## src/common/mdio_pkg.sv

```systemverilog
`default_nettype none

package mdio_pkg;

	// one management operation as seen by the frame engine
	typedef struct packed {
		logic        write;    // 1 = write, 0 = read
		logic [4:0]  reg_addr;
		logic [15:0] wdata;
	} mdio_req_t;

	typedef struct packed {
		logic [15:0] rdata;    // zero after a write
	} mdio_rsp_t;

	// one entry of the bring-up list
	typedef struct packed {
		logic [4:0]  reg_addr;
		logic [15:0] data;
	} cfg_entry_t;

	localparam int CFG_LEN = 9; // entries in the config rom

	// clause 22 frame fields
	localparam logic [1:0] ST_BITS  = 2'b01;
	localparam logic [1:0] OP_WRITE = 2'b01;
	localparam logic [1:0] OP_READ  = 2'b10;
	localparam int TA_BITS      = 2;
	localparam int PREAMBLE_LEN = 32;

endpackage

`default_nettype wire

```

## src/mdio_config/mdio_config_rom.sv

```systemverilog
`timescale 1ns/1ns
`default_nettype none

module mdio_config_rom (
	input  logic                   clk,
	input  logic [3:0]             index,
	output mdio_pkg::cfg_entry_t   entry
);

	import mdio_pkg::*;

	// register 13 is the mmd access control, register 14 the address/data window
	localparam cfg_entry_t ROM [CFG_LEN] = '{
		'{5'd0,  16'h1200}, // autoneg enable and restart
		'{5'd13, 16'h001F}, // address mode
		'{5'd14, 16'h0032}, // rgmii control
		'{5'd13, 16'h401F}, // data mode without post increment
		'{5'd14, 16'h0000},
		'{5'd13, 16'h001F},
		'{5'd14, 16'h0031}, // cfg4
		'{5'd13, 16'h401F},
		'{5'd14, 16'h0080}  // normal operation
	};

	always_ff @(posedge clk) begin
		if (index < 4'(CFG_LEN)) begin
			entry <= ROM[index];
		end else begin
			entry <= '0; // past the end of the list
		end
	end

endmodule

`default_nettype wire

```

## config.mk

```make
export PLATFORM = sky130hd
export DESIGN_NAME = mdio_config_rom
export DESIGN_NICKNAME = d
export VERILOG_FILES = /design/src/common/mdio_pkg.sv /design/src/mdio_config/mdio_config_rom.sv
export SDC_FILE = /design/constraint.sdc
export NUM_CORES = 1
export LEC_CHECK = 0
export BUFFER_PORTS_ARGS = -buffer_cell sky130_fd_sc_hd__buf_2
export CORE_AREA = 5 5 42 44
export DETAILED_ROUTE_END_ITERATION = 6
export DIE_AREA = 0 0 47 49
export GPL_ROUTABILITY_DRIVEN = 1
export GPL_TIMING_DRIVEN = 0
export PLACE_DENSITY_LB_ADDON = 0.1
export SLEW_MARGIN = 20
export SYNTH_ARGS = -nofsm -noshare
export SYNTH_HDL_FRONTEND = slang
export SYNTH_SLANG_ARGS = --single-unit
export TNS_END_PERCENT = 20
```

## constraint.sdc

```tcl
create_clock -name clk -period 1 [get_ports clk]
set_clock_uncertainty 0.15 [all_clocks]
set_input_delay 0.15 -clock clk [delete_from_list [all_inputs] [get_ports clk]]
set_output_delay 0.15 -clock clk [all_outputs]
set_load 0.05 [all_outputs]
```

==> results.py <==
metrics = {
    "routing": {
        "routed_via_density": 3.78,
        "num_vias": 321,
        "wl_per_cell_um": 8.78,
        "ant_nets": 0,
        "first_iter_violations": 0,
        "drc": 0,
        "wl_um": 746,
        "first_pass_iters": 1,
    },
    "cts": {
        "root_buffer": "clkbuf_4",
        "tritoncts": "done",
        "htreeDepth": 1,
        "postCtsSetupBuffers": 0,
        "clk_pin_slew_ps": 70,
        "clock_path_buffers": 2,
        "cts_buffers": 3,
        "clock_sinks": 10,
    },
    "placed_design": {
        "place.gp.congestion": 0.655,
        "pre_cts_ws_ps": 39.0,
        "port_buffers": 17,
        "dpl_cell_area_um2": 553,
        "dp_hpwl_um": 544,
        "place_inst": 80,
    },
    "timing": {
        "setup_viol": 14,
        "finalMaxSlewViolations": 0,
        "fin_crit_sh_pct": 115,
        "max_freq_mhz": 868,
        "layout_setup_ws_ps": -152,
        "fin_hold_ws_ps": -9.72,
        "rsz0062_at_grt": "true",
        "fin_setup_tns_ps": -937,
        "fin_crit_ps": 1150,
        "hold_viol_final": 1,
    },
    "yosys": {
        "yosysUniqueCellTypes": 16,
        "synthFlopType": "dfxtp_1",
        "ys_async_sr_fraction_pct": 0,
        "syn_area_um2": 419,
        "ys_seq_area_share_pct": 47.8,
        "synth_seq_cells": 10,
        "yosys_warnings": 0,
        "avgSynthCellArea_um2": 10.2,
        "netlist_instances": 41,
        "synth_top_area_share_pct": 47.8,
        "synth_top_area_cell": "dfxtp_1",
        "synthTopCellsByArea": "dfxtp_1 48%, buf_4 20%, buf_6 5.4%",
        "synth-edff-count": 0,
    },
    "global_routing": {
        "grt_first_pass_wirelength_mm": 1.23,
        "gr-total-overflow": 0,
        "grt_pass1_vias": 303,
        "grt_use_total_pct": 7.34,
        "antenna_found_initial": 0,
        "grt_max_degree": 11,
    },
    "final_layout": {
        "regMostFlops": "entry",
        "layout-drive-gt1-share_pct": 68.1,
        "num-nets-final": 75,
        "fillers": 143,
        "final_cells": 85,
        "largest_reg_flops": 10,
        "num_antenna_cells": 0,
        "area_growth_pct": 74.9,
        "fin_area_um2": 733,
        "reg_top3": "entry (10)",
    },
    "run": {
        "cap_viol_max_count": 0,
    },
    "power": {
        "p_leak_nw": 0.348,
        "p_per_area_nw_per_um2": 1550,
        "switchingPower_mw": 0.360,
        "pwr-share-seq_pct": 38.6,
        "ir_drop_uv": 647,
        "p_comb_share_pct": 30.6,
        "internal-power_mw": 0.774,
        "swShare_pct": 31.8,
        "power.total_mw": 1.13,
        "clock_power_share_pct": 30.8,
    },
    "floorplan": {
        "ios": 26,
        "die_h_um": 49,
        "core.rowCount": 14,
        "initial_utilization_pct": 29.9,
        "dieArea_um2": 2300,
        "die_w_um": 47,
        "core_area_um2": 1400,
    },
    "setup_path": {
        "cp_num_cells": 2,
        "critPathMaxFanout": 3,
        "startpoint_type": "register",
        "cp_slowest_stage_delay_ps": 350,
        "critical-path-slowest-cell": "dfxtp_4",
        "endpoint_kind": "output port",
        "critPathTopFamily": "flip-flops",
        "critPathKind": "reg2out",
        "cp_num_buf_inv": 2,
        "path_cells": "buf_6 -> buf_8",
        "required_ps": 700,
        "crit_arrival_ps": 850,
    },
    "worst_hold_path": {
        "holdPathEnd": "entry[12]$_SDFF_PP0_",
        "hp-start": "index[2]",
        "min_delay_path_depth": 2,
        "hp-class": "in2reg",
    },
    "run_status": {
        "status": "finished, violations left",
        "violations": "negative hold slack, negative setup slack",
    },
}
## power groups by stage
stage / Clock [mW] / Sequential (mW) / Combinational, mW
2_1_floorplan: 0 / 0.516 / 0.163
3_3_place_gp: 0 / 0.435 / 0.291
3_5_place_dp: 0 / 0.436 / 0.290
4_1_cts: 0.364 / 0.436 / 0.343
5_1_grt: 0.387 / 0.440 / 0.364
6_report: 0.350 / 0.438 / 0.347
## how the worst max path moves through the flow
stage	from	end	slack, ps
2_1_floorplan	entry[12]$_SDFF_PP0_	entry[12]	-20
3_3_place_gp	entry[16]$_SDFF_PP0_	entry[3]	40
3_5_place_dp	entry[16]$_SDFF_PP0_	entry[3]	40
4_1_cts	entry[16]$_SDFF_PP0_	entry[3]	-160
5_1_grt	entry[16]$_SDFF_PP0_	entry[3]	-180
6_report	entry[16]$_SDFF_PP0_	entry[3]	-150
## metal layers
layer  vias up  track usage [%]  wire length [um]
met2        17             10.6               353
li1        167                -                 -
met4         0             2.76                 0
met3         0             3.32               106
met5         -                0                 0
met1       137             9.29               287
## through the flow
step	hold WS (ps)	utilization, %
global route	12.5	52.3
detailed placement	197	39.5
CTS	-18.6	51.2
floorplan	64.8	-
global placement	198	39.5
finish	-9.72	52.3
## cells by family after synthesis
group           count (synthesis)  synth area share [%]
simple gates                   12                  19.1
other cells                     1                 0.895
buf+inv                        14                  26.0
xor+xnor                        1                  2.09
flops                          10                  47.8
compound gates                  3                  4.18
## what timing repair did
action / 4_1_cts / 5_1_grt
gates cloned: 0 / 0
gates resized for setup: 41 / 4
hold buffers: 1 / 0
endpoints found under the setup margin: 14 / 15
hold endpoints to repair: 2 / 0
## area by class of cell
type	instances	area (um2)	share of cell area, %
Clock buffer	4	36.3	4.95
Multi-Input combinational cell	23	133	18.1
Sequential cell	10	215	29.4
Tap cell	16	20.0	2.73
Timing Repair Buffer	18	209	28.5
Inverter	1	3.75	0.512
Buffer	13	116	15.9
## cells in the mapped netlist, types with 2 or more instances
cell / instances
buf_6: 2
buf_4: 11
nor3_1: 2
a21oi_1: 2
nor2_1: 4
dfxtp_1: 10
## layout by cell type, fill, tap and decap left out, drive strengths merged, types with 2 or more instances in the layout
cell,n
buf,30
a21oi,2
nor2,4
clkbuf,4
nor3,3
nor3b,2
dfxtp,10
conb,7
(Power assumes the default switching activity.)
