==> src/common/mdio_pkg.sv <==
`default_nettype none

package mdio_pkg;

	// one management operation as seen by the frame engine
	typedef struct packed {
		logic        write;    // 1 = write, 0 = read
		logic [4:0]  reg_addr;
		logic [15:0] wdata;
	} mdio_req_t;

	typedef struct packed {
		logic [15:0] rdata;    // zero after a write
	} mdio_rsp_t;

	// one entry of the bring-up list
	typedef struct packed {
		logic [4:0]  reg_addr;
		logic [15:0] data;
	} cfg_entry_t;

	localparam int CFG_LEN = 9; // entries in the config rom

	// clause 22 frame fields
	localparam logic [1:0] ST_BITS  = 2'b01;
	localparam logic [1:0] OP_WRITE = 2'b01;
	localparam logic [1:0] OP_READ  = 2'b10;
	localparam int TA_BITS      = 2;
	localparam int PREAMBLE_LEN = 32;

endpackage

`default_nettype wire

==> src/mdio_config/mdio_config_seq.sv <==
`timescale 1ns/1ns
`default_nettype none

module mdio_config_seq #(
	parameter int PAUSE_CYCLES = 1000
) (
	input  logic                  clk,
	input  logic                  rst,
	input  logic                  cfg_start,
	output logic [3:0]            rom_index,
	input  mdio_pkg::cfg_entry_t  rom_entry,
	output mdio_pkg::mdio_req_t   req,
	output logic                  req_valid,
	input  logic                  req_ready,
	input  mdio_pkg::mdio_rsp_t   rsp,
	input  logic                  rsp_valid,
	input  mdio_pkg::mdio_req_t   host_req,
	input  logic                  host_req_valid,
	output logic                  host_req_ready,
	output mdio_pkg::mdio_rsp_t   host_rsp,
	output logic                  host_rsp_valid,
	output logic                  config_done
);

	import mdio_pkg::*;

	localparam int PC_W = $clog2(PAUSE_CYCLES + 1);

	typedef enum logic [2:0] {
		S_IDLE,
		S_FETCH,
		S_ISSUE,
		S_WAIT_RSP,
		S_PAUSE,
		S_HOST
	} state_t;

	state_t          state;
	logic [PC_W-1:0] pause_cnt;

	always_ff @(posedge clk) begin
		if (rst) begin
			state       <= S_IDLE;
			rom_index   <= '0;
			pause_cnt   <= '0;
			config_done <= 1'b0;
		end else begin
			case (state)
				S_IDLE: if (cfg_start) state <= S_FETCH;
				S_FETCH: state <= S_ISSUE; // rom output valid next cycle
				S_ISSUE: if (req_ready) state <= S_WAIT_RSP;
				S_WAIT_RSP: begin
					if (rsp_valid) begin
						state     <= S_PAUSE;
						pause_cnt <= '0;
					end
				end
				S_PAUSE: begin
					if (pause_cnt == PC_W'(PAUSE_CYCLES - 1)) begin
						if (rom_index == 4'(CFG_LEN - 1)) begin
							state       <= S_HOST;
							config_done <= 1'b1;
						end else begin
							rom_index <= rom_index + 1'b1;
							state     <= S_FETCH;
						end
					end else begin
						pause_cnt <= pause_cnt + 1'b1;
					end
				end
				S_HOST: state <= S_HOST; // stays until reset
				default: state <= S_IDLE;
			endcase
		end
	end

	// rom writes own the engine until host mode
	always_comb begin
		if (state == S_HOST) begin
			req            = host_req;
			req_valid      = host_req_valid;
			host_req_ready = req_ready;
		end else begin
			req.write      = 1'b1;
			req.reg_addr   = rom_entry.reg_addr;
			req.wdata      = rom_entry.data;
			req_valid      = (state == S_ISSUE);
			host_req_ready = 1'b0;
		end
	end

	assign host_rsp       = rsp;
	assign host_rsp_valid = rsp_valid && (state == S_HOST); // rom write responses stay internal

endmodule

`default_nettype wire

==> config.mk <==
export PLATFORM = sky130hd
export DESIGN_NAME = mdio_config_seq
export DESIGN_NICKNAME = d
export VERILOG_FILES = /design/src/common/mdio_pkg.sv /design/src/mdio_config/mdio_config_seq.sv
export SDC_FILE = /design/constraint.sdc
export NUM_CORES = 1
export LEC_CHECK = 0
export BUFFER_PORTS_ARGS = -buffer_cell sky130_fd_sc_hd__buf_4
export CORE_ASPECT_RATIO = 1.1
export CORE_MARGIN = 2
export CORE_UTILIZATION = 35
export CTS_BUF_LIST = sky130_fd_sc_hd__clkbuf_4 sky130_fd_sc_hd__clkbuf_8 sky130_fd_sc_hd__clkbuf_16
export DETAILED_ROUTE_END_ITERATION = 10
export GPL_TIMING_DRIVEN = 0
export MAX_ROUTING_LAYER = met4
export PLACE_DENSITY = 0.76
export REMOVE_ABC_BUFFERS = 1
export SKIP_CTS_REPAIR_TIMING = 1
export SLEW_MARGIN = 25
export SYNTH_ARGS = -nofsm -noshare
export SYNTH_HDL_FRONTEND = slang
export SYNTH_SLANG_ARGS = --single-unit
==> constraint.sdc <==
create_clock -name clk -period 1.6 [get_ports clk]
set_input_delay 0.48 -clock clk [delete_from_list [all_inputs] [get_ports clk]]
set_output_delay 0.48 -clock clk [all_outputs]
set_load 0.03 [all_outputs]
==> impl_metrics.toml <==
[route]
viasPerCell = 5.34
drt-pass1-iter-count = 4
routed_wl_um = 4890
routedWlPerCell_um = 17.0
route.detailed.drc = 0
drt.antenna.violating_nets = 0
vias = 1534
drt_iter0_drc = 65

[timing]
max_slew_margin_pct = 69.6
finalHoldViolations = 0
finalMaxSlewViolations = 0
fin_ws_ns = -0.362
fin_crit_ns = 1.96
setup_viol_count_final = 37
fin_skew_ns = 0.00435
rsz0062_at_grt = "true"
finalCritPeriodShare_pct = 123
worst_slew_pin_slew_ns = 0.455
fmax_ghz = 0.510

[setup_path]
crit_fanout = 7
worstPathArrival_ns = 1.48
r2r-end = "rom_index[2]"
reg2regPathDepth = 7
cp-end-kind = "output port"
critical_path_class = "flop to output port"
start_kind = "flop"
crit_required_ns = 1.12
reg2reg_slack_ns = -0.15
r2r_start = "state[2]"

[floorplan]
die_w_um = 64.0
dieArea_sq_mm = 0.00448
start_util_pct = 37.3
die_h_um = 70.0
pin_count = 111
rows = 23
coreArea_sq_mm = 0.00371

[place]
hpwlAfterDp_um = 3270
gp_congestion = 0.800
dp_cells = 266
portBuffers = 78

[outcome]
failed_checks = "setup timing"
status = "finished, violations left"

[synth]
synth.area.top_cells = "dfxtp_1, mux2_2, buf_4, nor2_1, nand2_1"
netlist_instances = 159
ys.flop_type = "dfxtp_1"
synthesis.area_sq_mm = 0.00139
seq_area_frac_synth_pct = 26.0
ys.warnings.count = 0
synth_edf_count = 0
syn_area_per_cell_sq_um = 8.71
synth-async-reset-ratio_pct = 0
synth_top_area_share_pct = 26.0
yosys.area.top_type = "dfxtp_1"
synthDistinctLibCells = 43
ys_ff_latch = 18

[cells_and_area]
area_delta_synth_final_pct = 70.5
drive_gt1_share_pct = 65.8
fin_nets = 306
finalNonFillerCells = 287
diodes = 0

[clock_tree]
htreeDepth = 1
clkSlewWorstSetupHoldPaths_ns = 0.08
cts_root_buf = "clkbuf_8"
cts.sinks = 18
worstSkewPairLatency_ns = 0.25
cts_buffers = 3
cts.path.max_buffers = 2
cts_tree = "built"

[grt]
grt_max_degree = 23
first_global_vias = 1342
track_usage_pct = 18.7
overflow = 0
antenna_found_initial = 0
grt_pass1_wl_um = 6400

[flow_run]
drv_cap = 0

[min_path]
hold-path-cell-count = 1
hold_path_class = "flop to flop"
min-delay-start = "pause_cnt[4]"
worstHoldEndpoint = "pause_cnt[4]"

[power]
p_leak_nw = 1.01
power_mw = 1.21
power_density_mw_per_mm2 = 513
ir_drop_mv = 0.252
[worst max-delay path, cell delays in order, from the launching register on]
cell	delay [ns]
dfxtp_4	0.36
nor2b_4	0.17
buf_12	0.17
nand2_8	0.08
mux2_2	0.30
buf_6	0.14
[cell usage after synthesis, types with 2 or more instances]
cell type / number
a21oi_1: 7
and3_1: 3
buf_2: 3
buf_4: 16
clkbuf_1: 2
dfxtp_1: 18
ha_1: 3
inv_1: 3
mux2_2: 21
nand2_1: 13
nand3_1: 9
nand4_1: 2
nor2_1: 14
o21ai_0: 4
o21ai_1: 5
o31ai_1: 3
or2_2: 4
xnor2_1: 2
xor2_1: 3
[state kept, by name (all words and copies together) (netlist names)]
| register | cells |
|---|---|
| rom_index | 4 |
| config_done | 1 |
| state | 3 |
| pause_cnt | 10 |
[where the power goes]
part	internal (mW)	total, mW	leakage (nW)	switching (mW)
registers	0.447	0.482	0.154	0.0349
clock network	0.219	0.382	0.0288	0.163
logic	0.193	0.346	0.827	0.153
[kinds of logic after synthesis]
family	count (synthesis)	share of synthesized area, %
AOI/OAI and AO/OA	29	14.5
xor gates and xnor gates	5	3.16
adders and majority gates	3	2.71
buffers and inverters	24	11.1
DFF	18	26.0
muxes	22	17.8
and+or+nand+nor	58	24.7
[cells in the final DEF (no fill, tap or decap), types with 2 or more instances in the layout]
| master | instances |
|---|---|
| a21oi_1 | 7 |
| and3_1 | 3 |
| buf_12 | 2 |
| buf_4 | 63 |
| buf_6 | 27 |
| clkbuf_8 | 4 |
| dfxtp_1 | 6 |
| dfxtp_2 | 4 |
| dfxtp_4 | 8 |
| ha_1 | 2 |
| inv_1 | 3 |
| mux2_2 | 21 |
| nand2_1 | 9 |
| nand2_2 | 2 |
| nand2_8 | 4 |
| nand3_1 | 9 |
| nand4_1 | 2 |
| nor2_1 | 14 |
| o21ai_0 | 3 |
| o21ai_1 | 3 |
| o21ai_2 | 3 |
| o31ai_1 | 2 |
| or2_2 | 3 |
| xnor2_1 | 2 |
| xor2_1 | 3 |
[metal layers]
| metal | global-route usage, % | part of all wire (%) | up-vias |
|---|---|---|---|
| met5 | - | 0 | - |
| met4 | 4.35 | 0.66 | 0 |
| met3 | 6.92 | 10 | 6 |
| met2 | 29.5 | 50 | 103 |
| met1 | 22.5 | 39 | 707 |
| li1 | - | - | 718 |
[how the worst max path moves through the flow]
stage                   from  endpoint  slack, ns
floorplan           state[2]   req[21]      -0.46
global placement    state[2]   req[21]      -0.85
detailed placement  state[2]   req[21]      -0.83
CTS                 state[2]   req[21]      -1.13
global route        state[2]   req[16]      -0.40
finish              state[2]    req[2]      -0.36
[cell type report]
type,instances,area [sq um]
clock buffers,4,55.1
fillers,281,1350
inverters,3,11.3
multi-input cells,120,1020
flip-flops and latches,18,395
well taps,50,62.6
repair buffers,92,817
[through the flow]
step / utilization [%] / setup slack (ns) / hold WS (ns) / TNS (ns) / instance area (sq um)
finish: 63.6 / -0.362 / 0.485 / -9.24 / 2360
global route: 63.6 / -0.400 / 0.501 / -11.35 / 2360
CTS: 52.4 / -1.13 / 0.475 / -27.13 / 1950
detailed placement: 50.9 / -0.834 / 0.458 / -19.67 / 1890
global placement: 50.9 / -0.846 / 0.453 / -19.79 / 1890
floorplan: - / -0.464 / 0.468 / -9.98 / 1240
Power figures use the tool's default switching activity.
