--- src/source/phy_reset_seq.sv ---
`timescale 1ns/1ns
`default_nettype none

module phy_reset_seq #(
	parameter int RESET_HOLD = 1000,
	parameter int RESET_WAIT = 1000
) (
	input  logic clk,
	input  logic rst,
	output logic phy_rst_n,
	output logic cfg_start
);

	localparam int MAX_CNT = (RESET_HOLD > RESET_WAIT) ? RESET_HOLD : RESET_WAIT;
	localparam int CNT_W   = $clog2(MAX_CNT + 1);

	logic [CNT_W-1:0] cnt;

	// hold phase while phy_rst_n is low, wait phase until cfg_start
	always_ff @(posedge clk) begin
		if (rst) begin
			cnt       <= '0;
			phy_rst_n <= 1'b0;
			cfg_start <= 1'b0;
		end else if (!phy_rst_n) begin
			if (cnt == CNT_W'(RESET_HOLD - 1)) begin
				phy_rst_n <= 1'b1; // release the phy
				cnt       <= '0;
			end else begin
				cnt <= cnt + 1'b1;
			end
		end else if (!cfg_start) begin
			if (cnt == CNT_W'(RESET_WAIT - 1)) begin
				cfg_start <= 1'b1; // counter stops here for good
			end else begin
				cnt <= cnt + 1'b1;
			end
		end
	end

endmodule

`default_nettype wire

--- config.mk ---
export PLATFORM = sky130hd
export DESIGN_NAME = phy_reset_seq
export DESIGN_NICKNAME = d
export VERILOG_FILES = /design/src/source/phy_reset_seq.sv
export SDC_FILE = /design/constraint.sdc
export NUM_CORES = 1
export LEC_CHECK = 0
export BUFFER_PORTS_ARGS = -buffer_cell sky130_fd_sc_hd__buf_2
export CAP_MARGIN = 20
export CORE_AREA = 3 3 40 42
export CTS_CLUSTER_DIAMETER = 80
export CTS_CLUSTER_SIZE = 14
export DETAILED_ROUTE_END_ITERATION = 10
export DIE_AREA = 0 0 43 45
export PLACE_DENSITY = 0.69
export SYNTH_ARGS = -nofsm -noshare
export SYNTH_HDL_FRONTEND = slang
export SYNTH_SLANG_ARGS = --single-unit
--- constraint.sdc ---
create_clock -name clk -period 1.8 [get_ports clk]
set_input_delay 0.09 -clock clk [delete_from_list [all_inputs] [get_ports clk]]
set_output_delay 0.09 -clock clk [all_outputs]
set_load 0.005 [all_outputs]
==> run_results.csv, run 1 <==
group,metric,value,unit
status,status,"finished, final reports clean",
final_layout,fill_cells,124,
worst_setup_path,end_kind,"flop",
logic_synthesis,syn_nets,76,
placement,portBuffers,3,
logic_synthesis,avgSynthCellArea,8.67,µm²
sta,finalSetupTns,0,ns
clock_network,clk_pin_slew_worst_paths,0.07,ns
sta,period_share,91.2,%
final_layout,area_growth,8.70,%
final_layout,num_antenna_cells,0,
detailed_routing,postRouteAntennaNets,0,
logic_synthesis,synth_top_area_cell,"dfxtp_1",
placement,dp_hpwl,868,µm
worst_setup_path,cp_slowest_stage_delay,0.39,ns
sta,min_period,1.64,ns
final_layout,num-nets-final,84,
detailed_routing,drc_errors,0,
final_layout,multiInputGateArea,377,µm²
worst_setup_path,critPathSlowestCell,"dfxtp_1",
logic_synthesis,yosys-top-cells-area,"dfxtp_1 38%, o32ai_1 5.5%, a21oi_1 4.7%",
hold_path,min_path_type,"in2reg",
detailed_routing,wl,1240,µm
global_route,antenna_found_initial,0,
global_route,grt_first_pass_wirelength,2080,µm
final_layout,register_area,240,µm²
clock_network,insertion_delay,0.27,ns
placement,post-place-ws,0.174,ns
worst_setup_path,cp.arrival,1.82,ns
global_route,grt_max_degree,18,
logic_synthesis,synth_area,633,µm²
sta,clock-skew-final,0.00161,ns
worst_setup_path,crit_fanout,7,
logic_synthesis,yosys.cell_types.count,30,
clock_network,cts_tree,"built",
floorplanning,placementRows,13,
clock_network,ctsLongestPathBuffers,2,
clock_network,cts_post_setup_buffers_inserted,0,
floorplanning,core_area,1280,µm²
worst_setup_path,crit_type,"reg2reg",
pwr,max-vdd-ir-drop,312,µV
global_route,overflow,0,
detailed_routing,viasPerCell,5.88,
placement,gp_congestion,0.775,
clock_network,cts_root_buf,"clkbuf_4",
worst_setup_path,crit_required,1.98,ns
worst_setup_path,start_kind,"flop",
sta,drv_slew,0,
clock_network,postCtsHoldBufs,0,
logic_synthesis,synth_seq_area_share,37.9,%
clock_network,clock_sinks,12,
global_route,first_global_vias,490,
detailed_routing,wl_per_cell,13.2,µm
clock_network,htreeDepth,1,
floorplanning,initial_utilization,49.3,%
floorplanning,fp.dieArea,1940,µm²
floorplanning,die_w,43,µm
sta,tightest_slew,0.344,ns
sta,rsz0062_at_grt,"no",
final_layout,drive_gt1_share,13.9,%
global_route,grt_util_all_layers,14.4,%
sta,fmax,609,MHz
logic_synthesis,ys_warn_count,0,
sta,slew_headroom,76.9,%
logic_synthesis,synth_cells,73,
clock_network,cts_buffers,3,
pwr,leakage,0.220,nW
pwr,power.density,669,nW/µm²
worst_setup_path,cp_num_buf_inv,0,
worst_setup_path,worstPathCellList,"ha_1, and4bb_1, and4_4, o21ai_4, a311oi_1",
detailed_routing,drt_pass1_iterations,4,
worst_setup_path,crit_family,"simple AND/OR/NAND/NOR gates",
detailed_routing,drt_iter0_markers,9,
run,drv_cap,0,
sta,hold_viol,0,
floorplanning,die_h,45,µm
logic_synthesis,ys_ff_latch,12,
clock_network,ctsResizeCount,0,
logic_synthesis,synth_top_area_share,37.9,%
sta,postLayoutSetupSlackWorst,0.159,ns
floorplanning,pin_count,4,
detailed_routing,vias,553,
sta,setup_viol,0,
cell type report:
type	instances	area share [%]
Inverter	2	1.09
Sequential cell	12	34.9
Multi-Input combinational cell	58	54.7
Clock buffer	3	3.27
Tap cell	15	2.73
Timing Repair Buffer	4	3.27
flip-flops by register name, indices dropped and copies added (netlist names):
name,cells
phy_rst_n,1
cfg_start,1
cnt,10
path summary, 6_finish.rpt:
path,depth (start not counted),endpoint,slack [ns],startpoint
worst max-delay path,5,cnt[2],0.16,cnt[0]
worst min-delay path,2,cnt[4],0.17,rst
worst max register to register,5,cnt[2],0.16,cnt[0]
worst min register to register,2,cnt[1],0.52,cnt[1]
power by group:
group          internal (mW)  leakage, nW  total (mW)  switching [mW]
combinational        0.00983        0.109      0.0223          0.0124
clock                 0.0773       0.0138       0.160          0.0825
sequential             0.271       0.0973       0.278         0.00719
kinds of logic (layout without fill, tap and decap cells):
| kind of cell | count (synthesis) | count (layout) | synth area share, % |
|---|---|---|---|
| and+or+nand+nor | 33 | 33 | 30.0 |
| AOI/OAI and AO/OA | 22 | 22 | 24.5 |
| DFF | 12 | 12 | 37.9 |
| buffers and inverters | 3 | 9 | 2.57 |
| adders and majority gates | 1 | 1 | 1.98 |
| xor gates and xnor gates | 1 | 1 | 1.38 |
| muxes | 1 | 1 | 1.58 |
synthesized netlist by cell type:
cell / count
and4_4: 1
mux2i_1: 1
nand2b_1: 4
and4_2: 1
a311oi_1: 2
nand4bb_1: 1
nor2_1: 7
nand3_1: 2
and4bb_1: 1
nand2_1: 7
inv_1: 2
ha_1: 1
dfxtp_1: 12
o32ai_1: 4
a21oi_1: 6
o21a_1: 1
and2_1: 1
dlygate4sd1_1: 1
nand4_1: 2
xor2_1: 1
o31a_1: 1
a31oi_1: 2
nor3_1: 2
a211oi_1: 1
o21ai_4: 1
or4_1: 1
nand3b_1: 1
o21ai_0: 4
and3_2: 1
or3_1: 1
layout by cell type (no fill, tap or decap), types with 2 or more instances in the layout:
master,synthesis,final
nor2_1,7,7
buf_2,0,3
nand2b_1,4,4
a31oi_1,2,2
o21ai_0,4,4
clkbuf_4,0,3
a21oi_1,6,6
o32ai_1,4,4
inv_1,2,2
nand3_1,2,2
nand2_1,7,7
nand4_1,2,2
a311oi_1,2,2
nor3_1,2,2
dfxtp_1,12,12
through the flow:
step	hold WS, ns	util [%]	std cells	cell area (µm²)	power, mW
after floorplan	0.208	-	73	633	0.301
after global placement	0.435	51.8	91	666	0.306
after detailed placement	0.435	51.8	91	666	0.307
after CTS	0.160	53.6	94	688	0.464
after global routing	0.174	53.6	94	688	0.483
final	0.168	53.6	94	688	0.460
metal layers:
layer | vias to the layer above | global-route usage [%] | wire length, µm
met1 | 250 | 19.4 | 623
met5 | - | 0 | 0
met2 | 9 | 21.3 | 537
met4 | 0 | 7.23 | 17
met3 | 2 | 3.98 | 60
li1 | 292 | - | -
Note: power is estimated with default switching activity, not from simulation.
==> inputs of run 2 (changes only) <==
Settings changed: RECOVER_POWER set to 100.
==> run 2 against run 1 <==
Against the previous run: critical path depth unchanged; largest power group unchanged; first-iteration DRC count is the same; register-to-register slack barely moved; final area is 0.55% lower; sequential share of layout area increased by 0.19 points; combinational power barely moved; total power about the same; final cell count is the same; largest cell class unchanged; non-clock buffer count is the same.
==> run_results.csv, run 2 (synthesis results as in run 1) <==
group,metric,value,unit
sta,setup_viol,0,
clock_network,cts_tree,"built",
global_route,overflow,0,
final_layout,drive_gt1_share,12.7,%
detailed_routing,drt_iter0_markers,9,
worst_setup_path,rr_worst_depth,5,
sta,fmax,610,MHz
worst_setup_path,worstPathCellList,"ha_1, and4bb_1, and4_4, o21ai_4, a311oi_1",
clock_network,cts_buffers,3,
sta,postLayoutSetupSlackWorst,0.162,ns
final_layout,regMostFlops,"cnt",
sta,min_period,1.64,ns
worst_setup_path,crit_type,"reg2reg",
sta,finalSetupTns,0,ns
detailed_routing,drc_errors,0,
floorplanning,die_h,45,µm
placement,dpl_cell_area,666,µm²
worst_setup_path,start_kind,"flop",
clock_network,postCtsHoldBufs,0,
final_layout,largest_reg_flops,10,
detailed_routing,postRouteAntennaNets,0,
hold_path,holdPathStages,2,
placement,post-place-ws,0.174,ns
sta,drv_slew,0,
pwr,power.density,673,nW/µm²
detailed_routing,vias,565,
sta,slew_headroom,76.9,%
detailed_routing,wl_per_cell,13.2,µm
global_route,antenna_found_initial,0,
floorplanning,initial_utilization,49.3,%
worst_setup_path,cp.arrival,1.82,ns
detailed_routing,drt_pass1_iterations,4,
sta,tightest_slew,0.344,ns
sta,hold_viol,0,
final_layout,final_common_cell,"dfxtp_1",
final_layout,num-nets-final,84,
global_route,grt_max_degree,18,
clock_network,ctsLongestPathBuffers,2,
floorplanning,placementRows,13,
worst_setup_path,crit_required,1.98,ns
floorplanning,pin_count,4,
clock_network,htreeDepth,1,
floorplanning,fp.dieArea,1940,µm²
global_route,grt_util_all_layers,14.4,%
clock_network,clock_sinks,12,
detailed_routing,wl,1240,µm
placement,gp_congestion,0.775,
clock_network,cts_post_setup_buffers_inserted,0,
clock_network,insertion_delay,0.27,ns
final_layout,area_growth,8.10,%
worst_setup_path,cp_slowest_stage_delay,0.39,ns
run,drv_cap,0,
worst_setup_path,end_kind,"flop",
floorplanning,core_area,1280,µm²
worst_setup_path,crit_fanout,7,
placement,portBuffers,3,
worst_setup_path,critPathSlowestCell,"dfxtp_1",
sta,period_share,91.0,%
sta,rsz0062_at_grt,"no",
clock_network,ctsResizeCount,0,
final_layout,final_area,684,µm²
global_route,first_global_vias,490,
final_layout,final_cell_mix,"12 x dfxtp_1, 7 x nor2_1, 7 x nand2_1, 6 x a21oi_1",
clock_network,clk_pin_slew_worst_paths,0.07,ns
final_layout,largestRegisters,"cnt (10), cfg_start (1), phy_rst_n (1)",
hold_path,min_path_type,"in2reg",
pwr,max-vdd-ir-drop,311,µV
sta,clock-skew-final,0.00158,ns
detailed_routing,viasPerCell,6.01,
status,status,"finished, final reports clean",
global_route,grt_first_pass_wirelength,2080,µm
pwr,leakage,0.215,nW
clock_network,cts_root_buf,"clkbuf_4",
final_layout,final_util,53.3,%
sta,hold_slack,0.168,ns
final_layout,num_antenna_cells,0,
floorplanning,die_w,43,µm
placement,dp_hpwl,868,µm
run 2: per-stage QoR:
| stage | power [mW] | std cells |
|---|---|---|
| floorplan | 0.301 | 73 |
| global placement | 0.306 | 91 |
| detailed placement | 0.307 | 91 |
| CTS | 0.464 | 94 |
| global route | 0.483 | 94 |
| finish | 0.460 | 94 |
run 2: layout make-up:
class / instances / area (µm²)
fillers: 125 / 601
multi-input cells: 58 / 377
flip-flops and latches: 12 / 240
clock buffers: 3 / 22.5
repair buffers: 4 / 18.8
well taps: 15 / 18.8
inverters: 2 / 7.51
run 2: critical path, delay by kind of cell (launching register included):
family | cells | cell delay [ns]
DFF | 1 | 0.39
and+or+nand+nor | 2 | 0.53
adders and majority gates | 1 | 0.27
AOI/OAI and AO/OA | 2 | 0.36
run 2: worst paths after layout:
path	from	end	slack [ns]
worst max-delay path	cnt[0]	cnt[2]	0.16
worst min-delay path	rst	cnt[4]	0.17
worst max register to register	cnt[0]	cnt[2]	0.16
worst min register to register	cnt[1]	cnt[1]	0.52
run 2: where the power goes:
part | switching, mW | internal, mW | total [mW]
combinational | 0.0124 | 0.00983 | 0.0222
sequential | 0.00715 | 0.271 | 0.278
clock | 0.0825 | 0.0773 | 0.160
total | 0.102 | 0.358 | 0.460
run 2: metal layers:
| metal | up-vias | track usage [%] | wire (µm) |
|---|---|---|---|
| li1 | 292 | - | - |
| met1 | 255 | 19.4 | 612 |
| met2 | 16 | 21.3 | 539 |
| met3 | 2 | 3.98 | 74 |
| met4 | 0 | 7.23 | 17 |
| met5 | - | 0 | 0 |
