[config.mk]
export PLATFORM = sky130hd
export DESIGN_NAME = mdio_frame_engine
export DESIGN_NICKNAME = d
export VERILOG_FILES = /design/src/common/mdio_pkg.sv /design/src/mdio_engine/mdio_frame_engine.sv
export SDC_FILE = /design/constraint.sdc
export NUM_CORES = 1
export LEC_CHECK = 0
export BUFFER_PORTS_ARGS = -buffer_cell sky130_fd_sc_hd__buf_2
export CAP_MARGIN = 20
export CORE_MARGIN = 4
export CORE_UTILIZATION = 26
export CTS_BUF_LIST = sky130_fd_sc_hd__clkbuf_16
export DETAILED_ROUTE_END_ITERATION = 16
export GPL_TIMING_DRIVEN = 0
export RECOVER_POWER = 25
export SYNTH_ARGS = -nofsm -noshare
export SYNTH_HDL_FRONTEND = slang
export SYNTH_SLANG_ARGS = --single-unit
[constraint.sdc]
create_clock -name clk -period 4.2 [get_ports clk]
set_clock_uncertainty 0.2 [all_clocks]
set_input_delay 0.42 -clock clk [delete_from_list [all_inputs] [get_ports clk]]
set_output_delay 0.42 -clock clk [all_outputs]
set_load 0.02 [all_outputs]
[src/common/mdio_pkg.sv]
`default_nettype none

package mdio_pkg;

	// one management operation as seen by the frame engine
	typedef struct packed {
		logic        write;    // 1 = write, 0 = read
		logic [4:0]  reg_addr;
		logic [15:0] wdata;
	} mdio_req_t;

	typedef struct packed {
		logic [15:0] rdata;    // zero after a write
	} mdio_rsp_t;

	// one entry of the bring-up list
	typedef struct packed {
		logic [4:0]  reg_addr;
		logic [15:0] data;
	} cfg_entry_t;

	localparam int CFG_LEN = 9; // entries in the config rom

	// clause 22 frame fields
	localparam logic [1:0] ST_BITS  = 2'b01;
	localparam logic [1:0] OP_WRITE = 2'b01;
	localparam logic [1:0] OP_READ  = 2'b10;
	localparam int TA_BITS      = 2;
	localparam int PREAMBLE_LEN = 32;

endpackage

`default_nettype wire

[src/mdio_engine/mdio_frame_engine.sv]
`timescale 1ns/1ns
`default_nettype none

module mdio_frame_engine #(
	parameter logic [4:0] PHY_ADDR = 5'h00,
	parameter int         MDC_DIV  = 4
) (
	input  logic                 clk,
	input  logic                 rst,
	input  mdio_pkg::mdio_req_t  req,
	input  logic                 req_valid,
	output logic                 req_ready,
	output mdio_pkg::mdio_rsp_t  rsp,
	output logic                 rsp_valid,
	output logic                 mdc,
	output logic                 mdio_out,
	output logic                 mdio_oe,
	input  logic                 mdio_in
);

	import mdio_pkg::*;

	localparam int DIV_W      = (MDC_DIV > 2) ? $clog2(MDC_DIV) : 1;
	localparam int TA_START   = PREAMBLE_LEN + 14; // start, op, phy and reg address
	localparam int DATA_START = TA_START + TA_BITS;

	logic             busy;
	logic             is_read;
	logic [63:0]      shreg;
	logic [5:0]       bit_cnt;   // bit currently on the wire
	logic [DIV_W-1:0] div_cnt;
	logic [15:0]      rd_shift;
	logic             tick;
	logic             accept;

	assign accept    = req_valid && req_ready;
	assign tick      = busy && (div_cnt == DIV_W'(MDC_DIV - 1)); // mdc half period done
	assign req_ready = !busy && !rsp_valid;

	// control and mdc divider
	always_ff @(posedge clk) begin
		if (rst) begin
			busy      <= 1'b0;
			mdc       <= 1'b0;
			div_cnt   <= '0;
			bit_cnt   <= '0;
			rsp_valid <= 1'b0;
		end else begin
			rsp_valid <= 1'b0;
			if (accept) begin
				busy    <= 1'b1;
				mdc     <= 1'b0;
				div_cnt <= DIV_W'(1); // handshake cycle counts as the first low cycle
				bit_cnt <= '0;
			end else if (busy) begin
				if (tick) begin
					div_cnt <= '0;
					mdc     <= !mdc;
					if (mdc) begin
						bit_cnt <= bit_cnt + 1'b1; // falling edge moves to the next bit
						if (bit_cnt == 6'd63) begin
							busy      <= 1'b0;
							rsp_valid <= 1'b1;
						end
					end
				end else begin
					div_cnt <= div_cnt + 1'b1;
				end
			end
		end
	end

	// frame shift out on falling mdc, read data in on rising mdc
	always_ff @(posedge clk) begin
		if (accept) begin
			is_read <= !req.write;
			shreg   <= {{PREAMBLE_LEN{1'b1}},
				ST_BITS,
				req.write ? OP_WRITE : OP_READ,
				PHY_ADDR,
				req.reg_addr,
				req.write ? TA_BITS'(2'b10) : TA_BITS'(2'b11),
				req.write ? req.wdata : 16'h0000};
		end else if (tick && mdc) begin
			shreg <= {shreg[62:0], 1'b1};
		end
		if (tick && !mdc && is_read && bit_cnt >= 6'(DATA_START)) begin
			rd_shift <= {rd_shift[14:0], mdio_in}; // msb first
		end
		if (tick && mdc && bit_cnt == 6'd63) begin
			rsp.rdata <= is_read ? rd_shift : 16'h0000;
		end
	end

	assign mdio_out = shreg[63];
	assign mdio_oe  = busy && !(is_read && bit_cnt >= 6'(TA_START)); // phy owns the bus after ta

endmodule

`default_nettype wire

==> flow_metrics.env, run 1 <==
export IMPL_ys_seq_elements=108
export IMPL_antenna_found_initial=0
export IMPL_async_reset_ff_share_pct=0
export IMPL_finalSetupViolCount=0
export IMPL_cts_max_path_buffers=2
export IMPL_ys_flop_type="edfxtp_1"
export IMPL_r2r_slack_ns=1.72
export IMPL_cts_setup_buffers=0
export IMPL_ys_seq_area_share_pct=70.4
export IMPL_ant_nets=0
export IMPL_diodes=0
export IMPL_die_w_um=130
export IMPL_start_util_pct=26.7
export IMPL_regToRegEndpoint="shreg[60]"
export IMPL_reg2reg_from="busy"
export IMPL_powerDensity_nw_per_um2=432
export IMPL_p_leak_nw=1.60
export IMPL_drt_initial_drc_count=154
export IMPL_ctsHtreeMaxLevel=3
export IMPL_cp_arrival_ns=2.51
export IMPL_path_buf_inv=5
export IMPL_slowest_delay_ns=0.55
export IMPL_syn_nets=287
export IMPL_synth_enable_flop_cells=58
export IMPL_core_um2=14600
export IMPL_yosysTopAreaCell="edfxtp_1"
export IMPL_cp_cell_sequence="clkbuf_1 > or3b_4 > clkbuf_1 > inv_8 > nor2_8 > inv_8 > buf_8 > o22a_1"
export IMPL_routed_wl_um=6300
export IMPL_grt_pass1_vias=2205
export IMPL_top_level_ports=47
export IMPL_maxSlewHeadroom_pct=46.1
export IMPL_worstSkewPairLatency_ns=0.34
export IMPL_clk_pin_slew_ns=0.07
export IMPL_cp_depth=8
export IMPL_wl_per_cell_um=12.4
export IMPL_die_y_um=130
export IMPL_placed_cells=491
export IMPL_dieArea_um2=17000
export IMPL_ys_warn_count=0
export IMPL_drt_pass1_iter_count=4
export IMPL_postCtsResizedCells=0
export IMPL_syn_avg_cell_area_um2=15.0
export IMPL_cp_start_kind="flip-flop"
export IMPL_ff2ff_path_depth=8
export IMPL_final_util_pct=31.7
export IMPL_status="finished, final reports clean"
export IMPL_drv_cap=0
export IMPL_dpl_hpwl_um=4400
export IMPL_clockRootBuffer="clkbuf_16"
export IMPL_timing_final_crit_share_pct=59.1
export IMPL_num_vias=2226
export IMPL_cts_inserted_buffers=9
export IMPL_synthCells=259
export IMPL_maxSlewViolCount=0
export IMPL_fp_row_count=44
export IMPL_hp_class="in2reg"
export IMPL_grt_max_degree=35
export IMPL_synth_cell_types=37
export IMPL_max_clock_freq_ghz=0.403
export IMPL_grt_usage_pct=7.65
export IMPL_fillCellCount=1439
export IMPL_cp_required_ns=4.23
export IMPL_routed_via_density=4.39
export IMPL_synth_commonest_cells="edfxtp_1 (58), dfxtp_1 (50), o22a_2 (20)"
export IMPL_cts_tree="yes"
export IMPL_crit_end="shreg[60]"
export IMPL_hold_violations=0
export IMPL_layout_nets=346
export IMPL_drive_above_1_share_pct=29.7
export IMPL_critical_path_class="reg2reg"
export IMPL_drc=0
export IMPL_startpoint="busy"
export IMPL_peakVddDrop_uv=191
export IMPL_cp_slowest_cell="clkbuf_1"
export IMPL_cp_top_family="buffers and inverters"
export IMPL_syn_area_um2=3890
export IMPL_fin_tns_setup_ns=0
export IMPL_syn_to_final_growth_pct=18.9
export IMPL_worst_slew_pin_slew_ns=0.806
export IMPL_path_max_fanout=34
export IMPL_synth_area_leaders="edfxtp_1 (45%), dfxtp_1 (26%), o22a_2 (5.1%)"
export IMPL_rsz0062_at_grt="no"
export IMPL_port_buffers=46
export IMPL_ctsHoldBuffers=0
export IMPL_yosys_area_top_type_share_pct=44.7
export IMPL_final_cells=507
export IMPL_grt_pass1_wl_um=10300
export IMPL_p_total_mw=2.00
export IMPL_yosysMostFrequentCell="edfxtp_1"
export IMPL_gp_congestion=0.769
export IMPL_gr_total_overflow=0
export IMPL_cp_end_kind="flip-flop"
export IMPL_fin_crit_ns=2.48
export IMPL_clkSinkCount=108
-- worst reg2reg max path: cells and delay by family (launching register included) --
| kind | cells | cell delay (ns) |
|---|---|---|
| buffers and inverters | 5 | 1.22 |
| AND/OR/NAND/NOR | 2 | 0.42 |
| flip-flops | 1 | 0.31 |
| AO/OA/AOI/OAI | 1 | 0.22 |
-- how the worst min path moves through the flow --
stage                  from      endpoint  slack [ns]  depth (start not counted)
4_1_cts             mdio_in   rd_shift[0]        0.05                          1
3_5_place_dp    rd_shift[0]   rd_shift[1]        0.23                          0
2_1_floorplan   rd_shift[9]  rd_shift[10]        0.22                          0
5_1_grt             mdio_in   rd_shift[0]        0.05                          1
3_3_place_gp   rd_shift[14]  rd_shift[15]        0.23                          0
6_report            mdio_in   rd_shift[0]        0.07                          1
-- stage by stage --
stage               area, µm²  worst slack, ns  hold WS (ns)
floorplan                3890             1.09         0.218
global placement         4360            0.436         0.232
detailed placement       4390             1.86         0.228
CTS                      4660             1.84        0.0477
global route             4630             1.53        0.0519
finish                   4630             1.72        0.0688
-- flip-flops by register name, summed over array words and instances (netlist names) --
| register | flops |
|---|---|
| busy | 1 |
| bit_cnt | 6 |
| shreg | 64 |
| is_read | 1 |
| div_cnt | 2 |
| rd_shift | 16 |
| rsp | 16 |
| mdc | 1 |
| rsp_valid | 1 |
-- layout by cell type (no fill, tap or decap), types with 2 or more instances in the layout --
master | Yosys | layout
inv_8 | 2 | 3
buf_6 | 4 | 3
and2_1 | 16 | 3
a21oi_1 | 7 | 7
a21o_1 | 2 | 2
o22a_2 | 20 | 20
nand4_1 | 2 | 2
xor2_1 | 2 | 2
o22a_1 | 13 | 13
clkbuf_16 | 0 | 9
a22o_1 | 15 | 15
or3_1 | 2 | 2
and2_0 | 0 | 13
o31ai_1 | 2 | 2
inv_1 | 2 | 3
nand2_1 | 11 | 11
clkinvlp_2 | 0 | 2
nor2_1 | 7 | 7
buf_2 | 1 | 35
edfxtp_1 | 58 | 58
clkbuf_1 | 8 | 22
o21ai_0 | 4 | 4
nor2_8 | 2 | 2
dfxtp_1 | 50 | 50
nand3_1 | 2 | 2
inv_6 | 0 | 2
a22o_2 | 11 | 11
buf_4 | 2 | 3
ha_1 | 2 | 2
-- metal layers --
| metal | track usage (%) | wire length, µm |
|---|---|---|
| met2 | 12.0 | 2850 |
| met4 | 2.54 | 65 |
| met3 | 3.41 | 435 |
| met5 | 0 | 0 |
| met1 | 9.44 | 2950 |
-- area by class of cell --
class / count / area (µm²) / area share, %
Tap cell: 184 / 230 / 4.97
Clock buffer: 9 / 225 / 4.86
Inverter: 4 / 30.0 / 0.648
Clock inverter: 7 / 51.3 / 1.11
Timing Repair Buffer: 48 / 234 / 5.05
Sequential cell: 108 / 2740 / 59.2
Buffer: 16 / 95.1 / 2.05
Multi-Input combinational cell: 131 / 1020 / 22.1
-- power by group --
part / total (mW) / internal (mW) / switching [mW]
Combinational: 0.0805 / 0.0355 / 0.0450
Sequential: 1.14 / 1.13 / 0.00771
Clock: 0.782 / 0.407 / 0.375
Total: 2.00 / 1.57 / 0.428
-- kinds of logic after synthesis --
logic type	count (synthesis)	synth area share [%]
AO/OA/AOI/OAI	75	16.6
XOR/XNOR	3	0.675
adder cells (fa/ha/maj)	2	0.642
buffers and inverters	20	3.60
flip-flops	108	70.4
multiplexers	1	0.257
AND/OR/NAND/NOR	50	7.81
Power figures use the tool's default switching activity.
==> inputs of run 2 (changes only) <==
--- a/config.mk
+++ b/config.mk
@@ -5,6 +5,7 @@
 export SDC_FILE = /design/constraint.sdc
 export NUM_CORES = 1
 export LEC_CHECK = 0
+export ABC_AREA = 1
 export BUFFER_PORTS_ARGS = -buffer_cell sky130_fd_sc_hd__buf_2
 export CAP_MARGIN = 20
 export CORE_MARGIN = 4
==> constraint.sdc (replaced) <==
create_clock -name clk -period 2.3 [get_ports clk]
set_clock_uncertainty 0.2 [all_clocks]
set_input_delay 0.23 -clock clk [delete_from_list [all_inputs] [get_ports clk]]
set_output_delay 0.23 -clock clk [all_outputs]
set_load 0.02 [all_outputs]
==> flow_metrics.env, run 2 <==
export IMPL_yosysTopAreaCell="edfxtp_1"
export IMPL_final_cell_mix="nand2_1 (72), inv_1 (67), edfxtp_1 (58), dfxtp_1 (50), buf_2 (31)"
export IMPL_antenna_found_initial=0
export IMPL_clk_pin_slew_ns=0.07
export IMPL_ys_warn_count=0
export IMPL_cts_tree="yes"
export IMPL_synthCells=363
export IMPL_top_level_ports=47
export IMPL_syn_to_final_growth_pct=19.8
export IMPL_finalSetupViolCount=0
export IMPL_async_reset_ff_share_pct=0
export IMPL_grt_pass1_vias=2584
export IMPL_peakVddDrop_uv=339
export IMPL_die_w_um=134
export IMPL_startpoint="div_cnt[0]"
export IMPL_drt_pass1_iter_count=4
export IMPL_max_clock_freq_ghz=0.486
export IMPL_cp_arrival_ns=1.85
export IMPL_port_buffers=45
export IMPL_gr_total_overflow=0
export IMPL_gp_congestion=0.767
export IMPL_fin_hold_ws_ns=0.0106
export IMPL_status="finished, final reports clean"
export IMPL_timing_final_crit_share_pct=89.4
export IMPL_syn_area_um2=4150
export IMPL_yosysMostFrequentCell="nand2_1"
export IMPL_fillCellCount=1593
export IMPL_layout_commonest_cell="nand2_1"
export IMPL_grt_max_degree=34
export IMPL_core_um2=15400
export IMPL_routed_via_density=4.08
export IMPL_reg2reg_from="div_cnt[0]"
export IMPL_powerDensity_nw_per_um2=750
export IMPL_maxSlewViolCount=0
export IMPL_grt_usage_pct=8.26
export IMPL_worstSkewPairLatency_ns=0.34
export IMPL_final_cells=642
export IMPL_synth_cell_types=28
export IMPL_path_max_fanout=16
export IMPL_num_vias=2617
export IMPL_drt_initial_drc_count=138
export IMPL_syn_avg_cell_area_um2=11.4
export IMPL_hp_class="in2reg"
export IMPL_dieArea_um2=18100
export IMPL_fp_row_count=45
export IMPL_worst_slew_pin_slew_ns=0.472
export IMPL_clockRootBuffer="clkbuf_16"
export IMPL_placed_cells=620
export IMPL_routed_wl_um=7220
export IMPL_largest_register_ff_count=64
export IMPL_hold_violations=0
export IMPL_hold_start="req[20]"
export IMPL_diodes=0
export IMPL_layout_nets=454
export IMPL_top_register="shreg"
export IMPL_ys_flop_type="edfxtp_1"
export IMPL_cp_end_kind="flip-flop"
export IMPL_rsz0062_at_grt="no"
export IMPL_cp_start_kind="flip-flop"
export IMPL_ys_seq_elements=108
export IMPL_drive_above_1_share_pct=20.2
export IMPL_maxSlewHeadroom_pct=68.6
export IMPL_ys_seq_area_share_pct=66.0
export IMPL_drc=0
export IMPL_critical_path_class="reg2reg"
export IMPL_ctsHtreeMaxLevel=3
export IMPL_dpl_hpwl_um=5030
export IMPL_die_y_um=134
export IMPL_yosys_area_top_type_share_pct=41.9
export IMPL_syn_nets=391
export IMPL_start_util_pct=26.9
export IMPL_synth_enable_flop_cells=58
export IMPL_p_leak_nw=2.07
export IMPL_cp_required_ns=2.09
export IMPL_grt_pass1_wl_um=12100
export IMPL_clkSinkCount=108
export IMPL_cts_inserted_buffers=9
export IMPL_ant_nets=0
export IMPL_reg_top3="shreg x64, rd_shift x16, rsp x16"
export IMPL_synth_commonest_cells="nand2_1 (71), inv_1 (67), edfxtp_1 (58)"
export IMPL_wl_per_cell_um=11.2
export IMPL_synth_area_leaders="edfxtp_1 (42%), dfxtp_1 (24%), a22oi_2 (8.7%)"
export IMPL_cts_max_path_buffers=2
export IMPL_fin_crit_ns=2.06
export IMPL_drv_cap=0
==> run 2: cell count changes after synthesis, sizes merged, moves of 3 or more <==
cell / previous run / this run
o22a: 33 / 0
buf: 8 / 11
o22ai: 0 / 6
a22oi: 0 / 31
and2: 16 / 0
nand2: 11 / 73
a22o: 26 / 5
clkbuf: 8 / 5
a21oi: 7 / 12
o21ai: 4 / 23
nand3: 2 / 5
inv: 4 / 68
==> run 2: cell type report <==
| type | count | area, µm² | share of cell area [%] |
|---|---|---|---|
| sequential | 108 | 2740 | 55.1 |
| multi-input combinational | 170 | 1050 | 21.0 |
| timing repair buffer | 52 | 269 | 5.41 |
| inverter | 69 | 264 | 5.31 |
| tap | 211 | 264 | 5.31 |
| clock buffer | 9 | 225 | 4.53 |
| buffer | 16 | 100 | 2.01 |
| clock inverter | 7 | 65.1 | 1.31 |
==> run 2: critical path, stage by stage (launching register included) <==
cell	delay (ns)
dfxtp_1	0.33
ha_1	0.27
nand3_4	0.15
clkinv_2	0.17
nand3_1	0.22
clkinvlp_4	0.36
==> run 2: cells by family (layout without fill, tap and decap cells) <==
| group | after synthesis | in the layout | share of synthesized area, % |
|---|---|---|---|
| AOI/OAI and AO/OA | 77 | 77 | 15.4 |
| adders and majority gates | 2 | 2 | 0.602 |
| buffers and inverters | 85 | 153 | 8.71 |
| DFF | 108 | 108 | 66.0 |
| and+or+nand+nor | 91 | 91 | 9.28 |
==> run 2: path summary, 6_finish.rpt <==
check        slack (ns)  cells after the start      endpoint
max                0.24                      5        rsp[9]
min                0.01                      2     shreg[22]
max reg2reg        0.24                      5        rsp[9]
min reg2reg        0.25                      0  rd_shift[11]
==> run 2: metal layers <==
metal	wire, µm	track usage, %	part of all wire [%]	vias up
met5	0	0	0	-
met4	105	3.05	1.5	0
met3	334	2.51	4.6	10
met2	3500	13.7	48	55
met1	3280	10.2	45	1222
li1	-	-	-	1330
==> run 2: metrics by stage <==
| stage | worst slack (ns) | TNS [ns] | cell area (µm²) | utilization (%) | total power, mW |
|---|---|---|---|---|---|
| finish | 0.243 | 0 | 4980 | 32.3 | 3.73 |
| global route | 0.0963 | 0 | 4980 | 32.3 | 3.86 |
| CTS | 0.111 | 0 | 5000 | 32.4 | 3.78 |
| detailed placement | 0.128 | 0 | 4650 | 30.1 | 2.27 |
| global placement | -0.0925 | -1.47 | 4640 | 30.1 | 2.26 |
| floorplan | 0.319 | 0 | 4150 | - | 2.21 |
==> run 2: repair_timing <==
action | in CTS | in global routing
buffers inserted | 0 | 0
resized for setup | 0 | 1
endpoints found under the hold margin | 7 | 0
hold buffers | 6 | 0
endpoints found under the setup margin | 0 | 16
==> run 2: power by group <==
part           leakage (nW)  switching [mW]  internal [mW]
Sequential            0.954          0.0137           2.06
Combinational         0.968          0.0986         0.0562
Clock                 0.145           0.664          0.840
Total                  2.07           0.777           2.96
